<file path="src/hw/packer_pkg.sv">
// Shared bus field widths, command kinds and payload structs of the write-packet packer
package packer_pkg;

  // Request bus field widths
  localparam int ADDR_WIDTH   = 32;
  localparam int DATA_WIDTH   = 32;
  localparam int LENGTH_WIDTH = 4;

  // The length field holds beats minus one, so a burst is at most 16 beats long
  localparam int MAX_BURST = 2 ** LENGTH_WIDTH;

  // Bit of the command kind that marks a command followed by data beats
  localparam int WITH_DATA_BIT = 1;

  // WRITE is the only kind with WITH_DATA_BIT set
  typedef enum logic [1:0] {
    READ    = 2'b00,
    MESSAGE = 2'b01,
    WRITE   = 2'b10
  } command_kind_t;

  // Command channel payload, 38 bits
  typedef struct packed {
    command_kind_t           kind;
    logic [ADDR_WIDTH-1:0]   address;
    logic [LENGTH_WIDTH-1:0] length;
  } command_t;

  // Data channel payload, 33 bits
  typedef struct packed {
    logic [DATA_WIDTH-1:0] data;
    logic                  last;
  } data_beat_t;

endpackage

</file>
<file path="src/hw/packer_fifo.sv">
// Registered circular-buffer FIFO used by the packer for both command and write data payloads
`timescale 1ns/1ps

module packer_fifo #(
  parameter int  DEPTH   = 4,
  parameter type PAYLOAD = logic
)(
  input  logic   i_clk,
  input  logic   i_rst_n,
  input  logic   i_clear,
  input  logic   i_push_valid,
  input  PAYLOAD i_push_payload,
  output logic   o_push_accept,
  output logic   o_push,
  output logic   o_head_valid,
  output PAYLOAD o_head_payload,
  input  logic   i_pop,
  output logic   o_empty,
  output logic   o_full
);
  localparam int PTR_WIDTH   = (DEPTH > 1) ? $clog2(DEPTH) : 1;
  localparam int COUNT_WIDTH = $clog2(DEPTH + 1);

  localparam bit [PTR_WIDTH-1:0]   LAST_INDEX = PTR_WIDTH'(DEPTH - 1);
  localparam bit [COUNT_WIDTH-1:0] FULL_COUNT = COUNT_WIDTH'(DEPTH);

  PAYLOAD                 mem [DEPTH];
  logic [PTR_WIDTH-1:0]   write_ptr;
  logic [PTR_WIDTH-1:0]   read_ptr;
  logic [COUNT_WIDTH-1:0] count;
  logic                   empty;
  logic                   full;
  logic                   push;

  // Pointers wrap explicitly so that DEPTH need not be a power of two
  function automatic logic [PTR_WIDTH-1:0] next_ptr(input logic [PTR_WIDTH-1:0] ptr);
    if (ptr == LAST_INDEX) begin
      return '0;
    end
    return ptr + PTR_WIDTH'(1);
  endfunction

  always_comb begin
    empty = (count == '0);
    full  = (count == FULL_COUNT);
    push  = i_push_valid && (!full);
  end

  // Write side handshake, no bypass from the write side to the head
  assign o_push_accept = !full;
  assign o_push        = push;

  // Read side sees the stored head only
  assign o_head_valid   = !empty;
  assign o_head_payload = mem[read_ptr];

  assign o_empty = empty;
  assign o_full  = full;

  always_ff @(posedge i_clk, negedge i_rst_n) begin
    if (!i_rst_n) begin
      write_ptr <= '0;
    end
    else if (i_clear) begin
      write_ptr <= '0;
    end
    else if (push) begin
      write_ptr <= next_ptr(write_ptr);
    end
  end

  always_ff @(posedge i_clk, negedge i_rst_n) begin
    if (!i_rst_n) begin
      read_ptr <= '0;
    end
    else if (i_clear) begin
      read_ptr <= '0;
    end
    else if (i_pop) begin
      read_ptr <= next_ptr(read_ptr);
    end
  end

  // Occupancy count, a push and a pop in the same cycle cancel out
  always_ff @(posedge i_clk, negedge i_rst_n) begin
    if (!i_rst_n) begin
      count <= '0;
    end
    else if (i_clear) begin
      count <= '0;
    end
    else begin
      case ({push, i_pop})
        2'b10:   count <= count + COUNT_WIDTH'(1);
        2'b01:   count <= count - COUNT_WIDTH'(1);
        default: count <= count;
      endcase
    end
  end

  always_ff @(posedge i_clk) begin
    if (push) begin
      mem[write_ptr] <= i_push_payload;
    end
  end

  // The reader may only pop an entry it has seen at the head
  a_no_pop_when_empty: assert property (
    @(posedge i_clk) disable iff (!i_rst_n)
    i_pop |-> !empty
  ) else $error("FIFO popped while empty");

endmodule

</file>
<file path="src/hw/packer_release.sv">
// Release stage of the packer: holds write commands until their burst is stored, then sends
`timescale 1ns/1ps

module packer_release #(
  parameter int DATA_DEPTH = 16
)(
  input  logic                   i_clk,
  input  logic                   i_rst_n,
  input  logic                   i_clear,
  // Slave-side data FIFO write strobe and its last flag
  input  logic                   i_data_push,
  input  logic                   i_data_push_last,
  // Heads of the two FIFOs
  input  logic                   i_cmd_head_valid,
  input  packer_pkg::command_t   i_cmd_head,
  output logic                   o_cmd_pop,
  input  logic                   i_data_head_valid,
  input  packer_pkg::data_beat_t i_data_head,
  output logic                   o_data_pop,
  // Master-side channels
  output logic                   o_mcmd_valid,
  output packer_pkg::command_t   o_mcmd,
  input  logic                   i_scmd_accept,
  output logic                   o_mdata_valid,
  output packer_pkg::data_beat_t o_mdata,
  input  logic                   i_sdata_accept
);
  // Every stored burst has at least one beat, so the data FIFO depth bounds the count
  localparam int COUNT_WIDTH = $clog2(DATA_DEPTH + 1);

  localparam bit [COUNT_WIDTH-1:0] MAX_COUNT = COUNT_WIDTH'(DATA_DEPTH);

  logic [COUNT_WIDTH-1:0] packet_count;
  logic                   packet_count_up;
  logic                   packet_count_down;
  logic                   packet_ready;
  logic                   data_phase;
  logic                   head_with_data;
  logic                   cmd_ack;
  logic                   data_ack;

  // A burst becomes complete when its last beat enters the data FIFO
  assign packet_count_up = i_data_push && i_data_push_last;

  // Packet leaves when its last beat is taken by the downstream
  assign packet_count_down = data_ack && i_data_head.last;

  assign packet_ready   = (packet_count != '0);
  assign head_with_data = i_cmd_head.kind[packer_pkg::WITH_DATA_BIT];

  always_comb begin
    // No command passes while a write burst is going out
    if (data_phase) begin
      o_mcmd_valid = 1'b0;
    end
    else if (head_with_data) begin
      o_mcmd_valid = i_cmd_head_valid && packet_ready;
    end
    else begin
      o_mcmd_valid = i_cmd_head_valid;
    end
  end

  // Beats go out only behind their own write command
  assign o_mdata_valid = data_phase && i_data_head_valid;

  assign o_mcmd  = i_cmd_head;
  assign o_mdata = i_data_head;

  assign cmd_ack  = o_mcmd_valid && i_scmd_accept;
  assign data_ack = o_mdata_valid && i_sdata_accept;

  assign o_cmd_pop  = cmd_ack;
  assign o_data_pop = data_ack;

  always_ff @(posedge i_clk, negedge i_rst_n) begin
    if (!i_rst_n) begin
      packet_count <= '0;
    end
    else if (i_clear) begin
      packet_count <= '0;
    end
    else if (packet_count_up && (!packet_count_down)) begin
      packet_count <= packet_count + COUNT_WIDTH'(1);
    end
    else if (packet_count_down && (!packet_count_up)) begin
      packet_count <= packet_count - COUNT_WIDTH'(1);
    end
  end

  // Set by a write command transfer, cleared by the transfer of its last beat
  always_ff @(posedge i_clk, negedge i_rst_n) begin
    if (!i_rst_n) begin
      data_phase <= 1'b0;
    end
    else if (i_clear) begin
      data_phase <= 1'b0;
    end
    else if (cmd_ack && head_with_data) begin
      data_phase <= 1'b1;
    end
    else if (packet_count_down) begin
      data_phase <= 1'b0;
    end
  end

  // A last beat can only reach the master side after its burst was counted
  a_packet_count_underflow: assert property (
    @(posedge i_clk) disable iff (!i_rst_n)
    packet_count_down |-> packet_ready
  ) else $error("write packet count underflow");

  // More complete bursts than data FIFO entries means the slave broke the burst rules
  a_packet_count_overflow: assert property (
    @(posedge i_clk) disable iff (!i_rst_n)
    (packet_count_up && !packet_count_down) |-> (packet_count != MAX_COUNT)
  ) else $error("write packet count overflow");

  // A burst that does not fit in the data FIFO would block the slave forever
  a_data_depth_holds_burst: assert property (
    @(posedge i_clk) disable iff (!i_rst_n)
    DATA_DEPTH >= packer_pkg::MAX_BURST
  ) else $error("DATA_DEPTH is smaller than the longest burst");

endmodule

</file>
<file path="src/hw/packer_top.sv">
// Top level of the write-packet packer: command FIFO, data FIFO and the release stage
`timescale 1ns/1ps

module packer_top #(
  parameter int COMMAND_DEPTH = 4,
  parameter int DATA_DEPTH    = 16
)(
  input  logic                              i_clk,
  input  logic                              i_rst_n,
  input  logic                              i_clear,
  output logic [1:0]                        o_fifo_empty,
  output logic [1:0]                        o_fifo_full,
  // Slave side
  input  logic                              i_mcmd_valid,
  input  packer_pkg::command_kind_t         i_mcmd_kind,
  input  logic [packer_pkg::ADDR_WIDTH-1:0]   i_mcmd_addr,
  input  logic [packer_pkg::LENGTH_WIDTH-1:0] i_mcmd_length,
  output logic                              o_scmd_accept,
  input  logic                              i_mdata_valid,
  input  logic [packer_pkg::DATA_WIDTH-1:0]   i_mdata,
  input  logic                              i_mdata_last,
  output logic                              o_sdata_accept,
  // Master side
  output logic                              o_mcmd_valid,
  output packer_pkg::command_kind_t         o_mcmd_kind,
  output logic [packer_pkg::ADDR_WIDTH-1:0]   o_mcmd_addr,
  output logic [packer_pkg::LENGTH_WIDTH-1:0] o_mcmd_length,
  input  logic                              i_scmd_accept,
  output logic                              o_mdata_valid,
  output logic [packer_pkg::DATA_WIDTH-1:0]   o_mdata,
  output logic                              o_mdata_last,
  input  logic                              i_sdata_accept
);
  packer_pkg::command_t   slave_cmd;
  packer_pkg::data_beat_t slave_beat;
  logic                   cmd_head_valid;
  packer_pkg::command_t   cmd_head;
  logic                   cmd_pop;
  logic                   data_push;
  logic                   data_head_valid;
  packer_pkg::data_beat_t data_head;
  logic                   data_pop;
  packer_pkg::command_t   master_cmd;
  packer_pkg::data_beat_t master_beat;

  assign slave_cmd  = '{kind: i_mcmd_kind, address: i_mcmd_addr, length: i_mcmd_length};
  assign slave_beat = '{data: i_mdata, last: i_mdata_last};

  assign o_mcmd_kind   = master_cmd.kind;
  assign o_mcmd_addr   = master_cmd.address;
  assign o_mcmd_length = master_cmd.length;
  assign o_mdata       = master_beat.data;
  assign o_mdata_last  = master_beat.last;

  packer_fifo #(
    .DEPTH    (COMMAND_DEPTH          ),
    .PAYLOAD  (packer_pkg::command_t  )
  ) u_command_fifo (
    .i_clk          (i_clk            ),
    .i_rst_n        (i_rst_n          ),
    .i_clear        (i_clear          ),
    .i_push_valid   (i_mcmd_valid     ),
    .i_push_payload (slave_cmd        ),
    .o_push_accept  (o_scmd_accept    ),
    .o_push         (),
    .o_head_valid   (cmd_head_valid   ),
    .o_head_payload (cmd_head         ),
    .i_pop          (cmd_pop          ),
    .o_empty        (o_fifo_empty[0]  ),
    .o_full         (o_fifo_full[0]   )
  );

  packer_fifo #(
    .DEPTH    (DATA_DEPTH               ),
    .PAYLOAD  (packer_pkg::data_beat_t  )
  ) u_data_fifo (
    .i_clk          (i_clk            ),
    .i_rst_n        (i_rst_n          ),
    .i_clear        (i_clear          ),
    .i_push_valid   (i_mdata_valid    ),
    .i_push_payload (slave_beat       ),
    .o_push_accept  (o_sdata_accept   ),
    .o_push         (data_push        ),
    .o_head_valid   (data_head_valid  ),
    .o_head_payload (data_head        ),
    .i_pop          (data_pop         ),
    .o_empty        (o_fifo_empty[1]  ),
    .o_full         (o_fifo_full[1]   )
  );

  packer_release #(
    .DATA_DEPTH (DATA_DEPTH )
  ) u_release (
    .i_clk              (i_clk            ),
    .i_rst_n            (i_rst_n          ),
    .i_clear            (i_clear          ),
    .i_data_push        (data_push        ),
    .i_data_push_last   (i_mdata_last     ),
    .i_cmd_head_valid   (cmd_head_valid   ),
    .i_cmd_head         (cmd_head         ),
    .o_cmd_pop          (cmd_pop          ),
    .i_data_head_valid  (data_head_valid  ),
    .i_data_head        (data_head        ),
    .o_data_pop         (data_pop         ),
    .o_mcmd_valid       (o_mcmd_valid     ),
    .o_mcmd             (master_cmd       ),
    .i_scmd_accept      (i_scmd_accept    ),
    .o_mdata_valid      (o_mdata_valid    ),
    .o_mdata            (master_beat      ),
    .i_sdata_accept     (i_sdata_accept   )
  );

endmodule

</file>
<file path="config.mk">
export PLATFORM = sky130hd
export DESIGN_NAME = packer_top
export DESIGN_NICKNAME = d
export VERILOG_FILES = /design/src/hw/packer_pkg.sv /design/src/hw/packer_fifo.sv /design/src/hw/packer_release.sv /design/src/hw/packer_top.sv
export SDC_FILE = /design/constraint.sdc
export NUM_CORES = 1
export LEC_CHECK = 0
export BUFFER_PORTS_ARGS = -buffer_cell sky130_fd_sc_hd__buf_2
export CORE_MARGIN = 1
export CORE_UTILIZATION = 29
export CTS_BUF_LIST = sky130_fd_sc_hd__clkbuf_2
export DETAILED_ROUTE_END_ITERATION = 8
export PLACE_DENSITY = 0.47
export SYNTH_ARGS = -nofsm -noshare
export SYNTH_HDL_FRONTEND = slang
export SYNTH_SLANG_ARGS = --single-unit
</file>
<file path="constraint.sdc">
create_clock -name i_clk -period 5.95 [get_ports i_clk]
set_input_delay 1.19 -clock i_clk [delete_from_list [all_inputs] [get_ports i_clk]]
set_output_delay 1.19 -clock i_clk [all_outputs]
set_load 0.02 [all_outputs]
</file>
* Word level (Yosys, flattened, before mapping) *
Memory sizes are Yosys's and may differ from the RTL's.
Cells that the tools add are included.

word-level totals
  memories kept = 2
  output and inout bits = 79
  logic and storage cells = 102
  register bits = 26
  bits of input ports = 78
  memory bits (writable) = 680

operators by class
  eq/ne operators = 10
  reductions and logical operators = 28
  multiplexer cells = 44
  $add $sub $neg = 10

memory list
  memory              depth  bits a word  rd ports  clocked after Yosys merged registers in  wr ports  RTL line           source
  u_data_fifo.mem     16     33           1         0                                        1         packer_fifo.sv:27  PAYLOAD mem [DEPTH];
  u_command_fifo.mem  4      38           1         0                                        1         packer_fifo.sv:27

operators with widths
  operator               count
  $mux W4                8
  $mux W1                21
  $mux W5                4
  $mux W2                8
  $reduce_bool A3 Y1     4
  $logic_and A1 B1 Y1    11
  $add A5 B1 Y5 const B  2
  $pmux W5 S2            1
  $sub A5 B1 Y5 const B  2
  $add A4 B1 Y4 const B  2
  $eq A2 B2 Y1 const B   4
  $eq A4 B4 Y1 const B   2
  $reduce_bool A2 Y1     4
  $logic_not A1 Y1       6
  $pmux W3 S2            1
  $eq A5 B5 Y1 const B   1
  $logic_not A5 Y1       1
  $reduce_bool A5 Y1     1
  $add A2 B1 Y2 const B  2
  $eq A2 B1 Y1 const B   2
  $add A3 B1 Y3 const B  1
  $eq A3 B3 Y1 const B   1
  $logic_not A3 Y1       1
  $mux W3                1
  $sub A3 B1 Y3 const B  1

* Longest topological paths before layout *
Gate-level depths: netlist (run 1).

  word-level depth = 11
  mapped depth = 11
  depth with buffers taken out = 10

* Modules after synthesis *
A second synthesis (run 1) with hierarchy kept.

unflattened totals
  cells, all modules = 1444
  area, all modules = 28085.7 um2

modules (own cells, without submodules)
  module                         sequential area each (um2)  cells each  area an instance (um2)  instances
  packer_fifo at u_data_fifo     16180.5                     1066        21050.2                 1
  packer_fifo at u_command_fifo  4739.5                      259         6033.3                  1
  packer_release                 150.1                       119         1002.2                  1

* Worst setup path after synthesis (run 1) *
No wires, ideal clock.

  path kind = input -> register
  from = input i_mdata_valid
  to = memory u_data_fifo.mem[3][0] (netlist bit), enable pin
  arrival time = 4.241 ns
  path slack = 1.245 ns
  stages on the path = 4
  data required time = 5.486 ns
  path through = a21boi_0 -> clkbuf_1 -> nand2_1 -> nor3_1

between the ends
  longest elaborated chain between the ends = 3

ends and longest elaborated chain
  item                           RTL line            source
  start, declared                packer_top.sv:19    input logic i_mdata_valid,
  $logic_and A1 B1 Y1            packer_fifo.sv:46   push = i_push_valid && (!full);
  $mux W1                        packer_fifo.sv:102  if (push) begin
  $mux W1 (implied by the code)  packer_fifo.sv:103  mem[write_ptr] <= i_push_payload;
  end, declared                  packer_fifo.sv:27

No other way between the ends.

* Final worst setup path (run 1) *
  from = register u_data_fifo.read_ptr[1]
  to = output o_mdata[10] (netlist bit)

between the ends
  longest elaborated chain between the ends = 1

ends and longest elaborated chain
  item                    RTL line           source
  start, declared         packer_fifo.sv:29  logic [PTR_WIDTH-1:0] read_ptr;
  start signal, assigned  packer_fifo.sv:80  read_ptr <= next_ptr(read_ptr);
  $mem_v2 Z16 W33         -
  end, declared           packer_top.sv:30   output logic [packer_pkg::DATA_WIDTH-1:0] o_mdata,

No other way between the ends.

==> out/metrics.yaml, run 1 <==
grt:
  met2_usage_pct: 22.2
  met1_usage_pct: 17.5
  grtUsageMet3_pct: 4.27
  antenna_found_initial: 5
  grt_max_degree: 60
  grt.total_usage_pct: 13.8
  overflow: 0
  gr-max-usage-layer: "met2"
  grt_pass1_wl_mm: 94.2
  grt_pass1_vias: 15000
layout:
  final_layout_size_suffix_gt1_share_pct: 42.7
  mostFrequentLayoutCell: "edfxtp_1"
  final_cell_mix: "edfxtp_1, clkbuf_2, mux4_2"
  multi_input_area_sq_mm: 0.00580
  seq_area_sq_mm: 0.0211
  fill_cells: 8764
  nets: 1637
  areaGrowthSynthToFinish_pct: 18.3
  final_cells: 2927
placement:
  portBuffers: 156
  gp_congestion: 0.708
  hpwl_mm: 33.1
  numPlacedInstances: 2520
yosys:
  netlist_area_sq_mm: 0.0270
  synthArstFlopShare_pct: 3.68
  syn_area_per_cell_sq_um: 23.6
  synth-seq-cells: 706
  syn_inst: 1148
  syn-num-nets: 1245
  synth-main-ff-cell: "edfxtp_1"
  synth_edf_count: 680
  ys_types: 44
  synth_seq_area_share_pct: 77.9
  ys.warnings.count: 0
clocking:
  cts_tree: "done"
  postCtsResizedCells: 0
  cts.path.max_buffers: 3
  cts_root_buf: "clkbuf_2"
  numClockSinks: 706
  ctsHtreeMaxLevel: 4
  cts_made_buffers: 188
  clk_latency_ps: 1430
  cts.reportedPaths.clkPinSlew_ps: 90
floorplan:
  start_util_pct: 29.4
  io_pins: 157
  dieArea_sq_mm: 0.0945
  rows: 111
  die_x_um: 307
  core_sq_mm: 0.0921
  die_h_um: 307
route:
  dr.pass1.iters: 4
  wirelength_mm: 63.9
  drtIter0Drc: 768
  wl_per_cell_um: 21.8
  drtAntennaViolNets: 0
  drc: 0
  vias_per_cell: 4.54
  vias: 13300
sta:
  period_share_pct: 89.0
  slew_viol_final: 0
  fmax_mhz: 189
  rsz0062_at_grt: "no"
  fin_worst_skew_ps: 157
  finalSetupViolCount: 0
  worst_pin_slew_ps: 1080
  relSlewSlack_pct: 28.0
  fin_crit_ps: 5300
  final_hold_viol_count: 0
  setup_tns_ps: 0
power_and_ir_drop:
  p_per_area_mw_per_mm2: 319
  vdd_drop_max_mv: 0.186
  fin_total_pwr_uw: 10200
  p_leak_uw: 0.0105
setup_path:
  crit_family: "flip-flops"
  reg2reg_to: "u_release.packet_count[4]"
  arrival_ps: 4110
  rrSetupSlack_ps: 1990
  crit_top_cell: "mux4_2"
  slowest_stage: "dfrtp_4"
  crit_fanout: 59
  crit_buf_inv: 2
  max_stage_delay_ps: 1050
  worst-r2r-cell-count: 10
  critPathLaunchType: "register"
  rr_startpoint: "u_data_fifo.read_ptr[0]"
  cp.required_ps: 4760
  crit_chain: "buf_4 -> mux4_2 -> mux4_2 -> buf_2"
  critPathKind: "reg2out"
  worstSetupEndpointType: "output pin"
status:
  status: "finished, final reports clean"
hold_path:
  min_path_cells: 2
  hold_start: "i_clear"
  whs_endpoint: "u_data_fifo.read_ptr[0]"
  min_path_type: "in2reg"
run:
  cap_violations: 0
==> registers in the layout, summed over array words and instances (netlist names) <==
signal,count
u_data_fifo.read_ptr,4
u_command_fifo.mem,152
u_data_fifo.write_ptr,4
u_data_fifo.count,5
u_data_fifo.mem,528
u_release.packet_count,5
u_command_fifo.count,3
u_release.data_phase,1
u_command_fifo.write_ptr,2
u_command_fifo.read_ptr,2
==> area by class of cell <==
type,count,area share [%]
tap,1243,4.86
antenna,9,0.0704
timing repair buffer,260,5.57
clock inverter,54,1.08
sequential,706,65.9
inverter,11,0.129
multi-input combinational,373,18.1
clock buffer,271,4.24
==> timing repair <==
item	CTS	global route
endpoints found under the hold margin	649	0
setup buffers	0	0
hold buffers	73	0
==> Yosys cell counts (2+ instances only) <==
| master | n | share of area [%] |
|---|---|---|
| and3_1 | 5 | 0.12 |
| fa_1 | 3 | 0.22 |
| buf_1 | 12 | 0.17 |
| nand3_1 | 5 | 0.092 |
| o21ai_0 | 2 | 0.037 |
| nor4_1 | 2 | 0.046 |
| buf_4 | 4 | 0.11 |
| mux4_2 | 200 | 17 |
| a21o_1 | 5 | 0.14 |
| nor2_1 | 34 | 0.47 |
| edfxtp_1 | 680 | 75 |
| ha_1 | 16 | 0.74 |
| nor3_1 | 8 | 0.15 |
| nand4b_1 | 2 | 0.065 |
| inv_1 | 11 | 0.15 |
| nor2b_1 | 5 | 0.12 |
| xor2_1 | 5 | 0.16 |
| buf_2 | 16 | 0.30 |
| xnor2_1 | 5 | 0.16 |
| dfrtp_1 | 26 | 2.4 |
| clkbuf_1 | 26 | 0.36 |
| mux2i_1 | 10 | 0.37 |
| nand2b_1 | 5 | 0.12 |
| a21oi_1 | 17 | 0.31 |
| or2_2 | 2 | 0.046 |
| nand2_1 | 23 | 0.32 |
| a211oi_1 | 2 | 0.055 |
==> per-layer routing <==
metal	share of wire (%)	wire length, um
met5	0.064	41
met4	2.0	1270
met3	5.9	3740
met2	49	31200
met1	43	27600
==> power by group <==
group / leakage [uW] / total [uW] / internal, uW / switching [uW]
sequential: 0.00651 / 5690 / 5610 / 74.8
clock: 0.00130 / 3360 / 1370 / 1990
combinational: 0.00268 / 1170 / 485 / 680
total: 0.0105 / 10200 / 7470 / 2740
==> how the worst max path moves through the flow <==
stage                     slack, ps                   endpoint                     from  cells past startpoint
after detailed placement       2040  u_release.packet_count[4]  u_data_fifo.read_ptr[0]                     10
after floorplan                1250      u_data_fifo.mem[3][0]            i_mdata_valid                      4
after global routing            290                o_mdata[10]  u_data_fifo.read_ptr[1]                      4
after global placement         1970  u_release.packet_count[4]  u_data_fifo.read_ptr[0]                     10
final                           650                o_mdata[10]  u_data_fifo.read_ptr[1]                      4
after CTS                       360                 o_mdata[6]  u_data_fifo.read_ptr[0]                      4
==> worst reg2reg max path: stages (launching register included) <==
cell and delay, ps:
dfrtp_4 880, buf_4 480, mux2i_1 280, o22ai_1 140, o32a_4 370, a21o_4 270
fa_1 410, a21o_1 170, a21oi_1 180, mux2i_1 220, mux2_2 340
==> per-stage QoR <==
step           setup slack [ps]  hold slack (ps)  area (sq um)  utilization [%]
2_1_floorplan              1250              520         27000                -
3_3_place_gp               1970              539         29500             32.1
3_5_place_dp               2040              549         29500             32.1
4_1_cts                     356             23.5         32000             34.7
5_1_grt                     294             90.7         32000             34.7
6_report                    654              283         32000             34.7
==> cell families (layout without fill, tap and decap cells) <==
| group | Yosys count | after routing | synth area share [%] |
|---|---|---|---|
| compound gates | 37 | 37 | 0.962 |
| xor+xnor | 10 | 10 | 0.324 |
| fa+ha+maj | 19 | 19 | 0.962 |
| buf+inv | 69 | 596 | 1.09 |
| flops | 706 | 706 | 77.9 |
| mux | 212 | 212 | 17.1 |
| other cells | 0 | 9 | 0 |
| simple gates | 95 | 95 | 1.65 |
No activity file was read; power rests on OpenSTA's default activity.
==> run 2, diff against run 1 <==
clock period = 6.6 ns   (was 5.95 ns; I/O delays follow)
==> run 2 against run 1 <==
  * First-iteration DRC count rose by 12%
  * Clock skew rose by 14 ps
  * Count of clock-buffer cells in the layout fell by 10
  * Via count decreased by 1.7%
==> out/metrics.yaml, run 2 (synthesis results as in run 1) <==
grt:
  grt_pass1_wl_mm: 92.3
  grt.total_usage_pct: 13.6
  grt_pass1_vias: 14400
  grt_max_degree: 73
  overflow: 0
  antenna_found_initial: 10
floorplan:
  rows: 111
  die_x_um: 307
  start_util_pct: 29.4
  dieArea_sq_mm: 0.0945
  io_pins: 157
  core_sq_mm: 0.0921
  die_h_um: 307
sta:
  fin_crit_ps: 5550
  fmax_mhz: 180
  finalSetupViolCount: 0
  worst_pin_slew_ps: 1180
  setup_tns_ps: 0
  worst_slack_ps: 1050
  rsz0062_at_grt: "no"
  period_share_pct: 84.1
  relSlewSlack_pct: 20.9
  slew_viol_final: 0
  fin_worst_skew_ps: 170
  final_hold_viol_count: 0
  fin_hold_ws_ps: 270
setup_path:
  crit_top_cell: "mux4_2"
  arrival_ps: 4230
  crit_chain: "buf_4 -> mux4_2 -> mux4_2 -> buf_2"
  slowest_stage: "dfrtp_4"
  worst-r2r-cell-count: 10
  critPathLaunchType: "register"
  cp.required_ps: 5280
  critPathKind: "reg2out"
  worstSetupEndpointType: "output pin"
  rr_startpoint: "u_data_fifo.read_ptr[1]"
  max_stage_delay_ps: 1040
  crit_fanout: 47
  rrSetupSlack_ps: 2350
  reg2reg_to: "u_release.packet_count[4]"
placement:
  pre_cts_ws_ps: 2410
  hpwl_mm: 31.9
  portBuffers: 156
  gp_congestion: 0.701
clocking:
  cts_made_buffers: 184
  clk_latency_ps: 1410
  cts.reportedPaths.clkPinSlew_ps: 100
  ctsHtreeMaxLevel: 4
  numClockSinks: 706
  postCtsResizedCells: 0
  cts.path.max_buffers: 3
  cts_tree: "done"
  cts_root_buf: "clkbuf_2"
hold_path:
  whs_endpoint: "u_command_fifo.mem[2][11]"
  min_path_type: "in2reg"
  min_path_cells: 1
  hold_start: "i_mcmd_addr[7]"
route:
  wl_per_cell_um: 21.8
  drtIter0Drc: 863
  vias: 13100
  drc: 0
  drtAntennaViolNets: 0
  wirelength_mm: 62.9
  dr.pass1.iters: 4
  vias_per_cell: 4.53
layout:
  largest_register: "u_data_fifo.mem"
  largest_reg_flops: 528
  utilization_pct: 34.4
  final_layout_size_suffix_gt1_share_pct: 43.0
  final_cell_mix: "edfxtp_1, clkbuf_2, mux4_2"
  mostFrequentLayoutCell: "edfxtp_1"
  areaGrowthSynthToFinish_pct: 17.2
  reg_top3: "u_data_fifo.mem: 528 flops, u_command_fifo.mem: 152 flops"
  fill_cells: 8766
  nets: 1600
run:
  cap_violations: 0
power_and_ir_drop:
  vdd_drop_max_mv: 0.217
  p_per_area_mw_per_mm2: 292
  p_int_uw: 6800
  power_frac_seq_pct: 55.5
  switchingPower_uw: 2450
  swShare_pct: 26.5
  p_leak_uw: 0.0103
  p_clk_share_pct: 33.5
  power_frac_comb_pct: 11.0
status:
  status: "finished, final reports clean"
[run 2: area by class of cell]
class	count	area [sq um]	share of cell area (%)
Tap cell	1243	1560	4.91
Clock buffer	261	1310	4.12
Timing Repair Buffer	227	1440	4.54
Inverter	11	41.3	0.130
Sequential cell	706	21100	66.5
Antenna cell	4	10.0	0.0316
Multi-Input combinational cell	373	5800	18.3
Clock inverter	62	459	1.45
[run 2: per-layer routing]
layer  GRT usage [%]  vias to the layer above  wire (um)
li1                -                     5686          -
met1            17.0                     6891      27300
met2            22.0                      376      30600
met3            4.15                      119       3720
met4            5.43                        8       1290
met5               0                        -         49
[run 2: repair_timing]
item,in CTS,in global routing
endpoints found under the hold margin,193,0
setup buffers,0,0
setup endpoints to repair,0,0
hold buffers,40,0
[run 2: stage by stage]
step | total power, uW | instance area (sq um) | cells
6_report | 9250 | 31700 | 2887
4_1_cts | 9450 | 31700 | 2883
3_3_place_gp | 6250 | 29500 | 2520
5_1_grt | 9730 | 31700 | 2886
2_1_floorplan | 5890 | 27000 | 1148
3_5_place_dp | 6270 | 29500 | 2520
[run 2: how the worst max path moves through the flow]
stage,from,endpoint,slack (ps),cells after the start
CTS,u_data_fifo.read_ptr[0],o_mdata[16],670,4
finish,u_data_fifo.read_ptr[0],o_mdata[10],1050,4
global route,u_data_fifo.read_ptr[0],o_mdata[3],610,4
floorplan,i_mdata_valid,u_data_fifo.mem[3][0],1770,4
global placement,u_data_fifo.read_ptr[0],o_mdata[16],2390,4
detailed placement,u_data_fifo.read_ptr[0],o_mdata[16],2410,4
[run 2: power by group through the flow]
stage / combinational [uW] / sequential (uW) / clock (uW)
finish: 1020 / 5130 / 3100
detailed placement: 1020 / 5240 / 0
global route: 1110 / 5150 / 3470
global placement: 1020 / 5230 / 0
floorplan: 691 / 5200 / 0
CTS: 1050 / 5140 / 3260
[run 2: worst max-delay path: cells and delay by family (launching register included)]
kind / cells / cell delay [ps]
multiplexers: 2 / 1070
flip-flops: 1 / 1040
buffers and inverters: 2 / 670
